`src/riscvPkg.sv`:
```
// core widths, opcode and control enums, instruction union, control, hazard and pipeline structs
package riscvPkg;

  localparam int xlen = 32;                       // data and address width

  typedef logic [4:0]      regAddrT;              // register number
  typedef logic [xlen-1:0] wordT;                 // data word

  typedef enum logic [6:0] {
    opBubble = 7'b0000000,                        // reset value and flushed slots
    opLoad   = 7'b0000011,                        // lw
    opStore  = 7'b0100011,                        // sw
    opRegOp  = 7'b0110011,                        // add, sub, and, or, slt
    opImmOp  = 7'b0010011,                        // addi, andi, ori, slti
    opBranch = 7'b1100011,                        // beq
    opJal    = 7'b1101111                         // jal
  } opcodeT;

  typedef struct packed {
    logic [6:0] funct7;                           // bit 5 picks sub on R-type
    regAddrT    rs2;
    regAddrT    rs1;
    logic [2:0] funct3;
    regAddrT    rd;
    logic [6:0] opcode;
  } rFormatT;

  // same word, register fields or raw bits for the I/S/B/J immediate slices
  typedef union packed {
    rFormatT r;
    wordT    raw;
  } instrT;

  typedef enum logic [1:0] {immI, immS, immB, immJ} immSrcT;

  typedef enum logic [2:0] {
    aluAdd = 3'b000,
    aluSub = 3'b001,                              // bit 0 set means inverted b
    aluAnd = 3'b010,
    aluOr  = 3'b011,
    aluSlt = 3'b101                               // also subtracts
  } aluOpT;

  typedef enum logic [1:0] {resAlu = 2'b00, resMem = 2'b01, resPcPlus4 = 2'b10} resultSrcT;

  typedef enum logic [1:0] {fwdReg = 2'b00, fwdWb = 2'b01, fwdMem = 2'b10} forwardT;

  typedef struct packed {
    aluOpT aluOp;
    logic  aluSrc;                                // 1 selects the immediate as b
  } execCtrlT;

  typedef struct packed {
    regAddrT rs1D, rs2D;                          // sources in decode, for load-use
    regAddrT rs1E, rs2E;                          // sources in execute, for forwarding
    regAddrT rdE, rdM, rdW;
  } hazardRegsT;

  typedef struct packed {
    logic    stallF, stallD;
    logic    flushD, flushE;
    forwardT forwardA, forwardB;
  } hazardCtrlT;

  typedef struct packed {
    instrT instr;
    wordT  pc, pcPlus4;
  } fetchDecodeT;                                 // 96 bits

  typedef struct packed {
    wordT    rd1, rd2, pc;
    regAddrT rs1, rs2, rd;
    wordT    immExt, pcPlus4;
  } decodeExecT;                                  // 175 bits

  typedef struct packed {
    wordT    aluResult, writeData;
    regAddrT rd;
    wordT    pcPlus4;
  } execMemT;                                     // 101 bits

  typedef struct packed {
    wordT    aluResult, readData;
    regAddrT rd;
    wordT    pcPlus4;
  } memWbT;                                       // 101 bits

endpackage

```
`src/alu.sv`:
```
`timescale 1ns/1ps
// ALU with add, sub, and, or, slt and zero flag
module alu (
  input  riscvPkg::wordT  a,
  input  riscvPkg::wordT  b,
  input  riscvPkg::aluOpT op,
  output riscvPkg::wordT  result,
  output logic            zero
);
  import riscvPkg::*;

  logic subtract;                                 // sub and slt share the adder
  wordT condInvB;
  wordT sum;
  logic overflow;

  assign subtract = op[0];                        // set for aluSub and aluSlt
  assign condInvB = subtract ? ~b : b;
  assign sum      = a + condInvB + wordT'(subtract);  // two's complement via carry in

  // operands agree in sign but the sum does not
  assign overflow = ~(a[xlen-1] ^ condInvB[xlen-1]) & (a[xlen-1] ^ sum[xlen-1]);

  always_comb begin
    case (op)
      aluAdd,
      aluSub:  result = sum;
      aluAnd:  result = a & b;
      aluOr:   result = a | b;
      aluSlt:  result = wordT'(sum[xlen-1] ^ overflow);  // signed less-than
      default: result = '0;                       // never selected by the decoder
    endcase
  end

  assign zero = (result == '0);                   // beq equality

endmodule

```
`src/regFile.sv`:
```
`timescale 1ns/1ps
// 32x32 register file, two combinational reads, falling-edge write, x0 reads zero
module regFile (
  input  logic             clk,
  input  logic             writeEn,
  input  riscvPkg::regAddrT addr1,
  input  riscvPkg::regAddrT addr2,
  input  riscvPkg::regAddrT addrW,
  input  riscvPkg::wordT    dataW,
  output riscvPkg::wordT    data1,
  output riscvPkg::wordT    data2
);
  import riscvPkg::*;

  wordT mem [32];

  // falling edge so decode sees the writeback value in the same cycle
  always_ff @(negedge clk) begin
    if (writeEn) begin
      mem[addrW] <= dataW;
    end
  end

  assign data1 = (addr1 != '0) ? mem[addr1] : '0;   // x0 hardwired
  assign data2 = (addr2 != '0) ? mem[addr2] : '0;

endmodule

```
`src/datapath.sv`:
```
`timescale 1ns/1ps
// pc, four pipeline registers, immediate extension, forwarding, alu and result muxes
module datapath #(
  parameter riscvPkg::wordT ResetPc = '0
) (
  input  logic                 clk,
  input  logic                 reset,
  output riscvPkg::wordT       pcF,
  input  riscvPkg::instrT      instrF,
  output riscvPkg::instrT      instrD,
  input  riscvPkg::immSrcT     immSrcD,
  input  riscvPkg::execCtrlT   execCtrlE,
  input  logic                 pcSrcE,
  output logic                 zeroE,
  output riscvPkg::wordT       dataAdrM,
  output riscvPkg::wordT       writeDataM,
  input  riscvPkg::wordT       readDataM,
  input  logic                 regWriteW,
  input  riscvPkg::resultSrcT  resultSrcW,
  input  riscvPkg::hazardCtrlT hazard,
  output riscvPkg::hazardRegsT regs
);
  import riscvPkg::*;

  fetchDecodeT fd;
  decodeExecT  de;
  execMemT     em;
  memWbT       mw;

  wordT pcPlus4F, pcNextF;
  wordT rawD;                                     // raw view for immediate slicing
  wordT rd1D, rd2D, immExtD;
  wordT srcAE, srcBE, writeDataE, aluResultE, pcTargetE;
  wordT resultW;

  function automatic wordT pickOperand(input forwardT sel, input wordT regVal,
                                       input wordT wbVal, input wordT memVal);
    case (sel)
      fwdMem:  return memVal;                     // result one ahead
      fwdWb:   return wbVal;                      // result two ahead
      default: return regVal;
    endcase
  endfunction

  // fetch
  assign pcPlus4F = pcF + 32'd4;
  assign pcNextF  = pcSrcE ? pcTargetE : pcPlus4F;  // redirect from execute

  always_ff @(posedge clk or posedge reset) begin
    if (reset)              pcF <= ResetPc;
    else if (!hazard.stallF) pcF <= pcNextF;
  end

  always_ff @(posedge clk or posedge reset) begin
    if (reset) begin
      fd <= '0;
    end else if (!hazard.stallD) begin
      if (hazard.flushD) fd <= '0;                // wrong-path fetch becomes a bubble
      else               fd <= '{instr: instrF, pc: pcF, pcPlus4: pcPlus4F};
    end
  end

  // decode
  assign instrD = fd.instr;
  assign rawD   = instrD.raw;

  regFile regFileD (
    .clk     (clk),
    .writeEn (regWriteW),
    .addr1   (instrD.r.rs1),
    .addr2   (instrD.r.rs2),
    .addrW   (mw.rd),
    .dataW   (resultW),
    .data1   (rd1D),
    .data2   (rd2D)
  );

  always_comb begin
    case (immSrcD)
      immI:    immExtD = {{20{rawD[31]}}, rawD[31:20]};
      immS:    immExtD = {{20{rawD[31]}}, rawD[31:25], rawD[11:7]};
      immB:    immExtD = {{20{rawD[31]}}, rawD[7], rawD[30:25], rawD[11:8], 1'b0};
      default: immExtD = {{12{rawD[31]}}, rawD[19:12], rawD[20], rawD[30:21], 1'b0};  // jal
    endcase
  end

  always_ff @(posedge clk or posedge reset) begin
    if (reset) begin
      de <= '0;
    end else if (hazard.flushE) begin
      de <= '0;                                   // load-use bubble or squash
    end else begin
      de <= '{rd1: rd1D, rd2: rd2D, pc: fd.pc,
              rs1: instrD.r.rs1, rs2: instrD.r.rs2, rd: instrD.r.rd,
              immExt: immExtD, pcPlus4: fd.pcPlus4};
    end
  end

  // execute
  assign srcAE      = pickOperand(hazard.forwardA, de.rd1, resultW, em.aluResult);
  assign writeDataE = pickOperand(hazard.forwardB, de.rd2, resultW, em.aluResult);
  assign srcBE      = execCtrlE.aluSrc ? de.immExt : writeDataE;
  assign pcTargetE  = de.pc + de.immExt;          // beq and jal target

  alu aluE (
    .a      (srcAE),
    .b      (srcBE),
    .op     (execCtrlE.aluOp),
    .result (aluResultE),
    .zero   (zeroE)
  );

  // memory and writeback registers
  always_ff @(posedge clk or posedge reset) begin
    if (reset) begin
      em <= '0;
      mw <= '0;
    end else begin
      em <= '{aluResult: aluResultE, writeData: writeDataE, rd: de.rd, pcPlus4: de.pcPlus4};
      mw <= '{aluResult: em.aluResult, readData: readDataM, rd: em.rd, pcPlus4: em.pcPlus4};
    end
  end

  assign dataAdrM   = em.aluResult;
  assign writeDataM = em.writeData;               // already forwarded in execute

  always_comb begin
    case (resultSrcW)
      resMem:     resultW = mw.readData;
      resPcPlus4: resultW = mw.pcPlus4;           // jal link
      default:    resultW = mw.aluResult;
    endcase
  end

  assign regs = '{rs1D: instrD.r.rs1, rs2D: instrD.r.rs2, rs1E: de.rs1, rs2E: de.rs2,
                  rdE: de.rd, rdM: em.rd, rdW: mw.rd};

  pcAligned: assert property (@(posedge clk) disable iff (reset) pcF[1:0] == 2'b00)
    else $error("misaligned fetch address %h", pcF);

endmodule

```
`config.mk`:
```
export PLATFORM = sky130hd
export DESIGN_NAME = datapath
export DESIGN_NICKNAME = d
export VERILOG_FILES = /design/src/riscvPkg.sv /design/src/alu.sv /design/src/regFile.sv /design/src/datapath.sv
export SDC_FILE = /design/constraint.sdc
export NUM_CORES = 2
export LEC_CHECK = 0
export BUFFER_PORTS_ARGS = -buffer_cell sky130_fd_sc_hd__clkbuf_2
export CAP_MARGIN = 5
export CORE_ASPECT_RATIO = 0.5
export CORE_MARGIN = 10
export CORE_UTILIZATION = 25
export DETAILED_ROUTE_END_ITERATION = 7
export GPL_TIMING_DRIVEN = 0
export PLACE_DENSITY = 0.47
export SETUP_SLACK_MARGIN = 0.3
export SYNTH_ARGS = -nofsm -noshare
export SYNTH_HDL_FRONTEND = slang
export SYNTH_HIERARCHICAL = 1
export SYNTH_SLANG_ARGS = --single-unit
```
`constraint.sdc`:
```
create_clock -name clk -period 18 [get_ports clk]
set_input_delay 0 -clock clk [delete_from_list [all_inputs] [get_ports clk]]
set_output_delay 0 -clock clk [all_outputs]
set_load 0.005 [all_outputs]
```
==> flow_summary_export.csv <==
group,metric,value,unit
run_status,status,"finished, violations left",
run_status,violations,"hold timing, capacitance limit, slew limit",
worst_hold_path,hold_path.class,"in -> reg",
timing,finalHoldViolations,2,
die,row_count,138,
final_layout,instances_no_fill,10350,
timing,worst_slew_pin_slew,1.573,ns
setup_path,ff2ff_setup_slack,5.84,ns
synthesis,syn_area_per_cell,15.06,um2
place,routabilityCongestion,0.9027,
setup_path,cp_max_fo,2,
setup_path,critPathRequiredTime,18.69,ns
final_layout,drive_gt1_share,23.14,%
timing,hold_slack,-0.006205,ns
detailed_routing,ant_nets,0,
global_route,antenna_found_initial,27,
timing,maxSlewHeadroom,-5.129,%
global_route,grt_pass1_wl,407400,um
timing,setup_violations,0,
synthesis,yosysWarnings,6,
clock_network,cts.repair.resized,0,
setup_path,worstReg2RegEnd,"de[120]$_DFF_PP0_",
setup_path,crit_path_end_kind,"flop",
detailed_routing,wl_per_cell,28.30,um
power,peakVddDrop,0.06853,mV
global_route,grt_pass1_vias,54450,
die,die_h,398.7,um
synthesis,ys_ff_latch,1514,
setup_path,critPathKind,"reg -> reg",
die,core,284200,um2
synthesis,synth_ff_type,"edfxtp_1",
worst_hold_path,hold_depth,4,
clock_network,cts_made_buffers,170,
clock_network,cts_max_level,4,
final_layout,regArea,43010,um2
timing,rsz0062_at_grt,"false",
place,dp_cells,8867,
final_layout,multiInputGateArea,26500,um2
clock_network,clkTransAtPathRegs,0.06,ns
setup_path,reg2reg_depth,5,
power,p_leak,36.17,nW
synthesis,synthDistinctLibCells,109,
power,power.density,111.2,nW/um2
global_route,grt.total_usage,18.36,%
global_route,grt_max_degree,116,
final_layout,nets,6592,
clock_network,cts.path.max_buffers,4,
clock_network,insertion_delay,0.89,ns
synthesis,synthArstFlopShare,32.36,%
detailed_routing,first_pass_iters,6,
clock_network,cts.sink_count,1514,
detailed_routing,route.detailed.drc,0,
clock_network,postCtsSetupBuffers,0,
detailed_routing,wl,292800,um
synthesis,ys_seq_area_share,59.99,%
place,io_buffer_count,243,
die,die-area,309900,um2
final_layout,area_growth,26.69,%
setup_path,cp.arrival,12.85,ns
flow_run,maxCapViolCount,3,
synthesis,synth-edff-count,1024,
timing,slew_violations,25,
setup_path,worstSetupEndpoint,"de[120]$_DFF_PP0_",
setup_path,start_kind,"flop",
timing,clock_skew,0.09743,ns
setup_path,startpoint,"regFileD/mem[26][9]$_DFFE_NP_",
detailed_routing,via_per_inst,5.103,
synthesis,synth_nets,4920,
place,pre_cts_slack,6.020,ns
global_route,overflow,0,
setup_path,r2r_start,"regFileD/mem[26][9]$_DFFE_NP_",
die,start_util,25.23,%
final_layout,n_fill_cell,28640,
detailed_routing,drt_iter0_markers,6662,
clock_network,cts-root-buf,"clkbuf_16",
die,io_pins,248,
synthesis,synthesis.area,71700,um2
final_layout,fin_util,31.96,%
clock_network,tritoncts,"built",
detailed_routing,vias,52800,
place,dp_hpwl,211300,um
timing,postLayoutSetupSlackWorst,5.838,ns
synthesis,synthCells,4761,
die,die_x,777.3,um
==> where the power goes <==
part | internal, W | switching [W]
logic | 0.000587 | 0.000999
clock network | 0.00233 | 0.00211
registers | 0.00394 | 0.000140
==> critical path: stages, from the launching register on <==
cell       delay, ns
edfxtp_1        0.38
mux4_2          0.46
a22o_1          0.26
a2111oi_1       1.28
nor3_1          0.33
nor2b_1         0.26
==> sequential cells by signal (all words and copies together), names as in the netlist <==
register	count
regFileD/mem	1024
de	147
mw	96
fd	62
dataAdrM	32
em	32
instrD	32
pcF	32
writeDataM	32
regs	25
==> stage by stage <==
| step | setup TNS (ns) | hold slack [ns] | power (W) | cell area, um2 |
|---|---|---|---|---|
| 5_1_grt | 0 | 0.06600 | 0.01069 | 90800 |
| 6_report | 0 | -0.006205 | 0.01010 | 90830 |
| 4_1_cts | 0 | 0.0003015 | 0.01019 | 90690 |
| 3_3_place_gp | -1025.07 | 0.1099 | 0.005959 | 77640 |
| 3_5_place_dp | 0 | 0.08680 | 0.006001 | 79910 |
| 2_1_floorplan | 0 | 0.03143 | 0.005269 | 71700 |
==> cells in the mapped netlist (14+ instances only) <==
master | instances | area (um2)
buf_1 | 30 | 112.6
a22oi_1 | 115 | 863.3
a21oi_1 | 118 | 590.6
nand4_1 | 16 | 100.1
a31oi_1 | 19 | 118.9
o22ai_1 | 118 | 738.2
a21o_1 | 33 | 247.7
nor2_1 | 125 | 469.2
o21ai_0 | 255 | 1276
xor2_1 | 65 | 569.3
a2111oi_0 | 52 | 455.4
a221oi_1 | 14 | 122.6
a22o_1 | 54 | 473.0
xnor2_1 | 41 | 359.1
mux4_2 | 465 | 10470
buf_2 | 79 | 395.4
mux2_2 | 65 | 732.0
dfrtp_1 | 490 | 12260
maj3_1 | 15 | 150.1
nand3_1 | 46 | 230.2
inv_1 | 36 | 135.1
nor2b_1 | 168 | 1051
o21a_1 | 14 | 105.1
clkbuf_1 | 189 | 709.4
mux2i_1 | 173 | 1732
ha_1 | 73 | 913.4
nor4_1 | 19 | 118.9
edfxtp_1 | 1024 | 30750
nand2_1 | 298 | 1119
nor3_1 | 77 | 385.4
nand2b_1 | 72 | 450.4
buf_4 | 160 | 1201
==> metal layers <==
layer  GRT usage [%]  vias up  part of all wire [%]
met3           5.420      424                    10
met1           25.79    27530                    44
li1                -    22010                     -
met5               0        -                 0.021
met4           7.022       10                   3.3
met2           26.53     2833                    43
==> cell usage in the layout, fill, tap and decap left out, types with 85 or more instances in the layout <==
cell type      count
a21oi_1          118
inv_1           1080
nor2b_1          168
nor2_1            93
dfrtp_1          490
clkbuf_16        175
buf_4            160
mux4_2           465
clkbuf_2         244
o22ai_1          118
clkbuf_1         199
mux2i_1          173
buf_2             85
edfxtp_1        1024
o21ai_0          223
dlygate4sd3_1    144
nand2_1          298
a22oi_1          115
==> area by class of cell <==
type	instances	share of cell area, %
multi-input combinational	2733	29.18
clock buffer	190	4.938
clock inverter	1130	5.346
inverter	36	0.1570
sequential	1514	47.35
tap	3780	5.207
buffer	477	2.915
timing repair buffer	477	4.876
antenna	11	0.03031
==> cell families (layout without fill, tap and decap cells) <==
group	after synthesis	in the layout	synth area share, %
compound gates	929	929	8.785
xor+xnor	106	106	1.295
fa+ha+maj	91	91	1.555
buf+inv	514	2310	3.883
flops	1514	1514	59.99
mux	705	705	18.08
other cells	0	11	0
simple gates	902	902	6.408
==> timing repair <==
action | 4_1_cts | 5_1_grt
setup endpoints to repair | 0 | 0
endpoints found under the hold margin | 317 | 0
hold buffers | 144 | 0
==> worst min-delay path by stage <==
stage                              from                  endpoint  slack (ns)
after floorplan            readDataM[0]          mw[37]$_DFF_PP0_        0.03
after global placement    readDataM[26]          mw[63]$_DFF_PP0_        0.11
after detailed placement          reset  writeDataM[29]$_DFF_PP0_        0.09
after CTS                     hazard[5]    instrD[29]$_DFFE_PP0N_      0.0003
after global routing          hazard[5]    instrD[26]$_DFFE_PP0N_        0.07
final                         hazard[5]    instrD[29]$_DFFE_PP0N_      -0.006
(Power assumes the default switching activity.)
