File: src/riscvPkg.sv
// core widths, opcode and control enums, instruction union, control, hazard and pipeline structs
package riscvPkg;

  localparam int xlen = 32;                       // data and address width

  typedef logic [4:0]      regAddrT;              // register number
  typedef logic [xlen-1:0] wordT;                 // data word

  typedef enum logic [6:0] {
    opBubble = 7'b0000000,                        // reset value and flushed slots
    opLoad   = 7'b0000011,                        // lw
    opStore  = 7'b0100011,                        // sw
    opRegOp  = 7'b0110011,                        // add, sub, and, or, slt
    opImmOp  = 7'b0010011,                        // addi, andi, ori, slti
    opBranch = 7'b1100011,                        // beq
    opJal    = 7'b1101111                         // jal
  } opcodeT;

  typedef struct packed {
    logic [6:0] funct7;                           // bit 5 picks sub on R-type
    regAddrT    rs2;
    regAddrT    rs1;
    logic [2:0] funct3;
    regAddrT    rd;
    logic [6:0] opcode;
  } rFormatT;

  // same word, register fields or raw bits for the I/S/B/J immediate slices
  typedef union packed {
    rFormatT r;
    wordT    raw;
  } instrT;

  typedef enum logic [1:0] {immI, immS, immB, immJ} immSrcT;

  typedef enum logic [2:0] {
    aluAdd = 3'b000,
    aluSub = 3'b001,                              // bit 0 set means inverted b
    aluAnd = 3'b010,
    aluOr  = 3'b011,
    aluSlt = 3'b101                               // also subtracts
  } aluOpT;

  typedef enum logic [1:0] {resAlu = 2'b00, resMem = 2'b01, resPcPlus4 = 2'b10} resultSrcT;

  typedef enum logic [1:0] {fwdReg = 2'b00, fwdWb = 2'b01, fwdMem = 2'b10} forwardT;

  typedef struct packed {
    aluOpT aluOp;
    logic  aluSrc;                                // 1 selects the immediate as b
  } execCtrlT;

  typedef struct packed {
    regAddrT rs1D, rs2D;                          // sources in decode, for load-use
    regAddrT rs1E, rs2E;                          // sources in execute, for forwarding
    regAddrT rdE, rdM, rdW;
  } hazardRegsT;

  typedef struct packed {
    logic    stallF, stallD;
    logic    flushD, flushE;
    forwardT forwardA, forwardB;
  } hazardCtrlT;

  typedef struct packed {
    instrT instr;
    wordT  pc, pcPlus4;
  } fetchDecodeT;                                 // 96 bits

  typedef struct packed {
    wordT    rd1, rd2, pc;
    regAddrT rs1, rs2, rd;
    wordT    immExt, pcPlus4;
  } decodeExecT;                                  // 175 bits

  typedef struct packed {
    wordT    aluResult, writeData;
    regAddrT rd;
    wordT    pcPlus4;
  } execMemT;                                     // 101 bits

  typedef struct packed {
    wordT    aluResult, readData;
    regAddrT rd;
    wordT    pcPlus4;
  } memWbT;                                       // 101 bits

endpackage

File: src/hazardUnit.sv
`timescale 1ns/1ps
// forwarding selects, load-use stall and flush generation
module hazardUnit (
  input  logic                 clk,
  input  logic                 reset,
  input  riscvPkg::hazardRegsT regs,
  input  logic                 isLoadE,
  input  logic                 regWriteM,
  input  logic                 regWriteW,
  input  logic                 pcSrcE,
  output riscvPkg::hazardCtrlT hazard
);
  import riscvPkg::*;

  logic loadUse;                                  // lw in execute feeds decode

  // newest producer wins, x0 never forwards
  function automatic forwardT pickSource(input regAddrT src);
    if (regWriteM && (regs.rdM != '0) && (regs.rdM == src)) begin
      return fwdMem;
    end else if (regWriteW && (regs.rdW != '0) && (regs.rdW == src)) begin
      return fwdWb;
    end else begin
      return fwdReg;
    end
  endfunction

  // x0 not excluded here, a spurious stall only costs a cycle
  assign loadUse = isLoadE && ((regs.rdE == regs.rs1D) || (regs.rdE == regs.rs2D));

  always_comb begin
    hazard.forwardA = pickSource(regs.rs1E);
    hazard.forwardB = pickSource(regs.rs2E);
    hazard.stallF   = loadUse;                    // hold pc
    hazard.stallD   = loadUse;                    // hold the dependent instruction
    hazard.flushD   = pcSrcE;                     // drop the wrong-path fetch
    hazard.flushE   = loadUse || pcSrcE;          // bubble or wrong-path decode
  end

  // the bubble pushed into execute ends the stall after one cycle
  stallBubbles: assert property (@(posedge clk) disable iff (reset)
    hazard.stallD |=> !hazard.stallD)
    else $error("load-use stall did not end after one bubble");

  stallHoldsDecode: assert property (@(posedge clk) disable iff (reset)
    hazard.stallD |=> $stable(regs.rs1D) && $stable(regs.rs2D))
    else $error("decode instruction changed during a load-use stall");

endmodule

File: config.mk
export PLATFORM = sky130hd
export DESIGN_NAME = hazardUnit
export DESIGN_NICKNAME = d
export VERILOG_FILES = /design/src/riscvPkg.sv /design/src/hazardUnit.sv
export SDC_FILE = /design/constraint.sdc
export NUM_CORES = 1
export LEC_CHECK = 0
export BUFFER_PORTS_ARGS = -buffer_cell sky130_fd_sc_hd__buf_4
export CAP_MARGIN = 20
export CORE_AREA = 2 2 39 41
export DETAILED_ROUTE_END_ITERATION = 12
export DIE_AREA = 0 0 41 43
export PLACE_DENSITY = 0.79
export SYNTH_ARGS = -nofsm -noshare
export SYNTH_HDL_FRONTEND = slang
export SYNTH_SLANG_ARGS = --single-unit
File: constraint.sdc
create_clock -name vclk -period 1.1
set_input_delay 0.055 -clock vclk [all_inputs]
set_output_delay 0.055 -clock vclk [all_outputs]
set_load 0.03 [all_outputs]
==> results.json, run 1 <==
{
  "coreArea_um2": 1380,
  "grt_pass1_wl_um": 2510,
  "nFlopsAndLatches": 0,
  "whs_ns": 0.340,
  "setup_viol_count_final": 4,
  "ff_latch_area_um2": 0,
  "first_global_vias": 580,
  "status": "finished, violations left",
  "power_density_nw_per_um2": 410,
  "wirelength_um": 1890,
  "synth-seq-area-share": 0,
  "finalHoldViolations": 0,
  "nClkBuffers": 0,
  "grtUsageTotal": 0.201,
  "min_period_ns": 1.38,
  "p_leak_nw": 0.457,
  "ioPinCount": 49,
  "syn_nets": 92,
  "cp-start-kind": "primary input",
  "drtIter0Drc": 3,
  "synthTopCellsByArea": "xnor2_1, xor2_1, or4_1, nor4_2, buf_4",
  "yosysTopAreaCell": "xnor2_1",
  "io_buffer_count": 47,
  "synth_top_area_frac": 0.343,
  "slowest_stage": "or4_4",
  "rsz0062_at_grt": "yes",
  "worst_slack_ns": -0.278,
  "diodes": 0,
  "rows": 14,
  "avgSynthCellArea_um2": 8.02,
  "synth_area_um2": 409,
  "period_share": 1.25,
  "route.vias.total": 595,
  "maxSlewHeadroom": 0.775,
  "cap_violations": 0,
  "max_stage_delay_ns": 0.53,
  "critPathTopFamily": "simple AND/OR/NAND/NOR gates",
  "layout.nets": 154,
  "path_max_fanout": 2,
  "timing_worst_setup_path_type": "primary input to output pin",
  "die_y_um": 43,
  "multi_input_area_um2": 498,
  "cp_num_buf_inv": 2,
  "syn_inst": 51,
  "ant_nets": 0,
  "fillerInstances": 108,
  "final_max_slew_viol_count": 0,
  "die_w_um": 41,
  "grt_max_degree": 4,
  "crit_path_end_kind": "output pin",
  "violations": "negative setup slack",
  "grt_overflow": 0,
  "start_util": 0.296,
  "antenna_found_initial": 0,
  "crit_required_ns": 1.04,
  "area.growth.synth_to_final_pct": 150,
  "synth_cell_types": 13,
  "post_drt_wl_per_cell_um": 14.9,
  "first_pass_iters": 4,
  "crit_path_cell_trace": "buf_4 > xor2_1 > or4_4 > nor4_4 > buf_6",
  "dieArea_um2": 1760,
  "max_freq_mhz": 726,
  "crit_arrival_ns": 1.32,
  "post_drt_via_cell_ratio": 4.69,
  "gp_congestion": 0.802,
  "drc": 0,
  "post-route-util": 0.738,
  "hold_path.class": "primary input to output pin",
  "yosys_warnings": 0,
  "dpl.hpwl_um": 1420,
  "drive_gt1_frac": 0.703,
  "vdd_drop_max_mv": 0.217,
  "tightest_slew_ns": 0.334
}
power breakdown:
| group | switching (mW) | leakage, nW | internal, mW |
|---|---|---|---|
| Sequential | 0 | 0 | 0 |
| Combinational | 0.182 | 0.457 | 0.236 |
| Clock | 0 | 0 | 0 |
final cells by class:
cell class | count | share of cell area
repair buffers | 63 | 0.493
multi-input cells | 48 | 0.488
well taps | 16 | 0.0196
cell families (layout without fill, tap and decap cells):
group,count (synthesis),in the layout,synth area share
buffers and inverters,3,63,0.0550
AND/OR/NAND/NOR,15,15,0.254
XOR/XNOR,30,30,0.642
AO/OA/AOI/OAI,3,3,0.0489
layer usage:
metal  global-route usage  wire (um)  up-vias
li1                     -          -      298
met1                0.222        621      273
met2                0.397       1150       18
met3              0.00524         56        6
met4               0.0200         57        0
met5                    0          0        -
Yosys cell counts, drive strengths merged:
master / number
nand3: 2
buf: 3
or2: 1
o22ai: 1
nand2: 2
nor4: 4
o21ai: 2
xor2: 14
or4: 4
xnor2: 16
nand4: 2
through the flow:
stage / setup TNS, ns / instances / power (mW) / cell area [um^2] / setup WS (ns)
floorplan: -0.506 / 51 / 0.151 / 447 / -0.216
global placement: -0.913 / 127 / 0.354 / 917 / -0.284
detailed placement: -1.01 / 127 / 0.363 / 917 / -0.304
CTS: -0.791 / 127 / 0.390 / 973 / -0.290
global route: -0.979 / 127 / 0.443 / 1020 / -0.324
finish: -0.820 / 127 / 0.418 / 1020 / -0.278
cell usage in the layout (no fill, tap or decap):
master	instances
nand3_2	1
o22ai_2	1
or4_4	4
buf_6	6
nor4_4	4
xnor2_2	1
o21ai_4	1
nand4_1	2
buf_4	56
nand3_1	1
buf_8	1
xnor2_1	14
o21ai_2	1
xnor2_4	1
xor2_1	14
or2_2	1
nand2_1	2
worst paths after layout:
check                 cells past startpoint         to  startpoint
worst max-delay path                      5  hazard[0]    regs[19]
worst min-delay path                      2  hazard[5]      pcSrcE
timing repair:
action | in CTS | in global routing
buffers inserted | 0 | 0
pin swaps | 3 | 2
endpoints found under the setup margin | 4 | 5
gates resized for setup | 10 | 9
hold buffers | 0 | 0
(Power assumes the default switching activity.)
==> inputs of run 2 (changes only) <==
--- a/config.mk
+++ b/config.mk
@@ -10,7 +10,7 @@
 export CORE_AREA = 2 2 39 41
 export DETAILED_ROUTE_END_ITERATION = 12
 export DIE_AREA = 0 0 41 43
-export PLACE_DENSITY = 0.79
+export PLACE_DENSITY_LB_ADDON = 0.08
 export SYNTH_ARGS = -nofsm -noshare
 export SYNTH_HDL_FRONTEND = slang
 export SYNTH_SLANG_ARGS = --single-unit
==> results.json, run 2 (same netlist as run 1, synthesis figures left out) <==
{
  "place_area_um2": 917,
  "drtIter0Drc": 1,
  "dpl.hpwl_um": 1310,
  "coreArea_um2": 1380,
  "nFlopsAndLatches": 0,
  "diodes": 0,
  "grt_pass1_wl_um": 2350,
  "worst_slack_ns": -0.276,
  "first_pass_iters": 2,
  "tightest_slew_ns": 0.327,
  "hold_path.class": "primary input to output pin",
  "use_met2": 0.363,
  "grtUsageMet1": 0.206,
  "comb_power_share": 1.000,
  "grt_overflow": 0,
  "crit_required_ns": 1.04,
  "total_power_mw": 0.397,
  "status": "finished, violations left",
  "hold_start": "pcSrcE",
  "switching_share": 0.417,
  "p_leak_nw": 0.453,
  "vdd_drop_max_mv": 0.190,
  "route.vias.total": 571,
  "start_util": 0.296,
  "post_drt_wl_per_cell_um": 12.1,
  "area.growth.synth_to_final_pct": 146,
  "grt.busiest_layer": "met2",
  "layout.nets": 155,
  "wirelength_um": 1550,
  "gp_congestion": 0.680,
  "min_period_ns": 1.38,
  "period_share": 1.25,
  "hold-path-cell-count": 2,
  "grtUsageTotal": 0.187,
  "path_max_fanout": 3,
  "nClkBuffers": 0,
  "design_area_um2": 1010,
  "first_global_vias": 585,
  "finalHoldViolations": 0,
  "met3_usage": 0.0105,
  "rows": 14,
  "crit_path_cell_trace": "buf_4 > xor2_1 > or4_4 > nor4_4 > buf_6",
  "timing_worst_setup_path_type": "primary input to output pin",
  "clkPwrFrac": 0,
  "max_stage_delay_ns": 0.55,
  "crit_path_end_kind": "output pin",
  "final_max_slew_viol_count": 0,
  "die_w_um": 41,
  "p_int_mw": 0.231,
  "ant_nets": 0,
  "post_drt_via_cell_ratio": 4.46,
  "ff_latch_area_um2": 0,
  "max_freq_mhz": 727,
  "drive_gt1_frac": 0.679,
  "layout_common_cells": "buf_4, xnor2_1, xor2_1, buf_6, nor4_4",
  "cp-start-kind": "primary input",
  "power_frac_seq": 0,
  "power_density_nw_per_um2": 394,
  "violations": "negative setup slack",
  "slowest_stage": "or4_4",
  "worst-path-stages": 5,
  "die_y_um": 43,
  "crit_start": "regs[1]",
  "whs_ns": 0.335,
  "power.switching_mw": 0.166,
  "final_common_cell": "buf_4",
  "dieArea_um2": 1760,
  "maxSlewHeadroom": 0.780,
  "antenna_found_initial": 0,
  "io_buffer_count": 47,
  "grt_max_degree": 4,
  "cp_num_buf_inv": 2,
  "cap_violations": 0,
  "critPathTopFamily": "simple AND/OR/NAND/NOR gates",
  "drc": 0,
  "crit_arrival_ns": 1.32,
  "rsz0062_at_grt": "yes",
  "setup_viol_count_final": 4,
  "ioPinCount": 49
}
-- run 2: cell count changes in the layout (fill, tap and decap cells not counted), sizes merged --
cell  previous run  this run
buf             63        64
-- run 2: metal layers --
layer | share of wire | vias to the layer above
met5 | 0 | -
met4 | 0.015 | 0
met3 | 0.066 | 2
met2 | 0.57 | 29
met1 | 0.35 | 241
li1 | - | 299
-- run 2: layout make-up --
class              instances  area (um^2)
repair buffers            64          514
fillers                  117          378
well taps                 16         20.0
multi-input cells         48          472
-- run 2: final timing paths --
kind | endpoint
setup / recovery | hazard[0]
hold / removal | hazard[5]
-- run 2: through the flow --
| step | worst slack (ns) | TNS [ns] | utilization | std cells |
|---|---|---|---|---|
| floorplan | -0.216 | -0.506 | - | 51 |
| global placement | -0.293 | -0.967 | 0.663 | 127 |
| detailed placement | -0.317 | -1.04 | 0.663 | 127 |
| CTS | -0.307 | -0.815 | 0.712 | 128 |
| global route | -0.341 | -0.951 | 0.727 | 128 |
| finish | -0.276 | -0.779 | 0.727 | 128 |
-- run 2: power groups by stage --
stage	logic (mW)	registers, mW	clock network [mW]
2_1_floorplan	0.151	0	0
5_1_grt	0.425	0	0
4_1_cts	0.391	0	0
6_report	0.397	0	0
3_5_place_dp	0.359	0	0
3_3_place_gp	0.354	0	0
-- run 2: timing repair --
action                                  in CTS  in global routing
pin swaps                                    4                  2
endpoints found under the setup margin       4                  5
hold buffers                                 0                  0
resized for setup                           11                  5
setup buffers                                1                  0
==> inputs of run 3 (changes only) <==
--- a/config.mk
+++ b/config.mk
@@ -10,6 +10,7 @@
 export CORE_AREA = 2 2 39 41
 export DETAILED_ROUTE_END_ITERATION = 12
 export DIE_AREA = 0 0 41 43
+export GPL_ROUTABILITY_DRIVEN = 0
 export PLACE_DENSITY_LB_ADDON = 0.08
 export SYNTH_ARGS = -nofsm -noshare
 export SYNTH_HDL_FRONTEND = slang
==> constraint.sdc (replaced) <==
create_clock -name vclk -period 1.1
set_input_delay 0.055 -clock vclk [all_inputs]
set_output_delay 0.055 -clock vclk [all_outputs]
set_load 0.01 [all_outputs]
==> results.json, run 3 (same netlist as run 1, synthesis figures left out) <==
{
  "grt_pass1_wl_um": 2360,
  "crit_path_end_kind": "output pin",
  "max_freq_mhz": 725,
  "die_w_um": 41,
  "cap_violations": 0,
  "die_y_um": 43,
  "p_int_mw": 0.225,
  "cpMostUsedCell": "buf_4",
  "layout.nets": 158,
  "status": "finished, violations left",
  "max_stage_delay_ns": 0.53,
  "grt_overflow": 0,
  "placed_cells": 131,
  "period_share": 1.25,
  "dieArea_um2": 1760,
  "ioPinCount": 49,
  "drc": 0,
  "hold_path.class": "primary input to output pin",
  "rsz0062_at_grt": "yes",
  "switching_share": 0.375,
  "slowest_stage": "or4_4",
  "crit_required_ns": 1.04,
  "maxSlewHeadroom": 0.824,
  "crit_path_cell_trace": "buf_6 > or4_4 > o21ai_4 > nor4_2 > buf_4 > nor4_4 > buf_4",
  "timing_worst_setup_path_type": "primary input to output pin",
  "wirelength_um": 1490,
  "route.vias.total": 579,
  "coreArea_um2": 1380,
  "finalHoldViolations": 0,
  "ant_nets": 0,
  "power.switching_mw": 0.135,
  "drive_gt1_frac": 0.678,
  "drtIter0Drc": 5,
  "rows": 14,
  "nClkBuffers": 0,
  "power_density_nw_per_um2": 366,
  "worst_slack_ns": -0.279,
  "post_drt_via_cell_ratio": 4.42,
  "min_period_ns": 1.38,
  "first_global_vias": 587,
  "grt_max_degree": 4,
  "area.growth.synth_to_final_pct": 141,
  "final_common_cell": "buf_4",
  "first_pass_iters": 3,
  "antenna_found_initial": 0,
  "diodes": 0,
  "vdd_drop_max_mv": 0.211,
  "grtUsageTotal": 0.185,
  "path_max_fanout": 2,
  "p_leak_nw": 0.463,
  "post_drt_wl_per_cell_um": 11.4,
  "power_frac_seq": 0,
  "setup_viol_count_final": 4,
  "ff_latch_area_um2": 0,
  "cp-start-kind": "primary input",
  "layout_common_cells": "buf_4, xnor2_1, xor2_1, or4_4, buf_6",
  "final_max_slew_viol_count": 0,
  "nFlopsAndLatches": 0,
  "crit_arrival_ns": 1.32,
  "violations": "negative setup slack",
  "clkPwrFrac": 0,
  "tightest_slew_ns": 0.262,
  "io_buffer_count": 47,
  "comb_power_share": 1.000,
  "total_power_mw": 0.360,
  "start_util": 0.296,
  "finalNonFillerCells": 131
}
-- run 3: cell count changes in the layout (fill, tap and decap cells not counted) --
cell / before / now
buf_4: 55 / 64
buf_6: 9 / 3
nand3_1: 1 / 2
nand3_2: 1 / 0
nor4_2: 0 / 2
nor4_4: 4 / 2
o22ai_1: 0 / 1
o22ai_2: 1 / 0
xnor2_1: 15 / 14
xnor2_2: 1 / 2
-- run 3: final cells by class --
| cell class | count | area [um^2] |
|---|---|---|
| well taps | 16 | 20.0 |
| multi-input cells | 48 | 450 |
| repair buffers | 67 | 514 |
| fillers | 120 | 399 |
-- run 3: what timing repair did --
action / 4_1_cts / 5_1_grt
pin swaps: 0 / 1
resized for setup: 7 / 2
setup buffers: 1 / 0
setup endpoints to repair: 4 / 4
hold buffers: 0 / 0
-- run 3: power by group through the flow --
stage | registers (mW) | clock network (mW) | logic, mW
final | 0 | 0 | 0.360
after global routing | 0 | 0 | 0.391
after CTS | 0 | 0 | 0.356
after detailed placement | 0 | 0 | 0.342
after global placement | 0 | 0 | 0.339
after floorplan | 0 | 0 | 0.131
-- run 3: critical path, delay by kind of cell --
family / cells / cell delay [ns]
and+or+nand+nor: 3 / 0.72
buffers and inverters: 3 / 0.39
AOI/OAI and AO/OA: 1 / 0.16
-- run 3: final timing paths --
| check | startpoint | end | slack [ns] | depth (start not counted) |
|---|---|---|---|---|
| setup / recovery | regs[6] | hazard[2] | -0.28 | 7 |
| hold / removal | pcSrcE | hazard[5] | 0.30 | 2 |
-- run 3: through the flow --
| stage | TNS [ns] | worst slack [ns] | cell area [um^2] | hold slack (ns) | utilization |
|---|---|---|---|---|---|
| after global placement | -0.902 | -0.293 | 935 | 0.294 | 0.675 |
| after CTS | -0.806 | -0.294 | 970 | 0.301 | 0.701 |
| final | -0.793 | -0.279 | 985 | 0.299 | 0.712 |
| after detailed placement | -0.983 | -0.322 | 935 | 0.301 | 0.675 |
| after global routing | -0.991 | -0.351 | 985 | 0.310 | 0.712 |
| after floorplan | -0.0201 | -0.0100 | 434 | 0.202 | - |
-- run 3: per-layer routing --
metal / GRT usage / up-vias / share of wire
met5: 0 / - / 0
met4: 0 / 0 / 0
met3: 0 / 0 / 0.050
met2: 0.347 / 22 / 0.57
met1: 0.234 / 252 / 0.38
li1: - / 305 / -
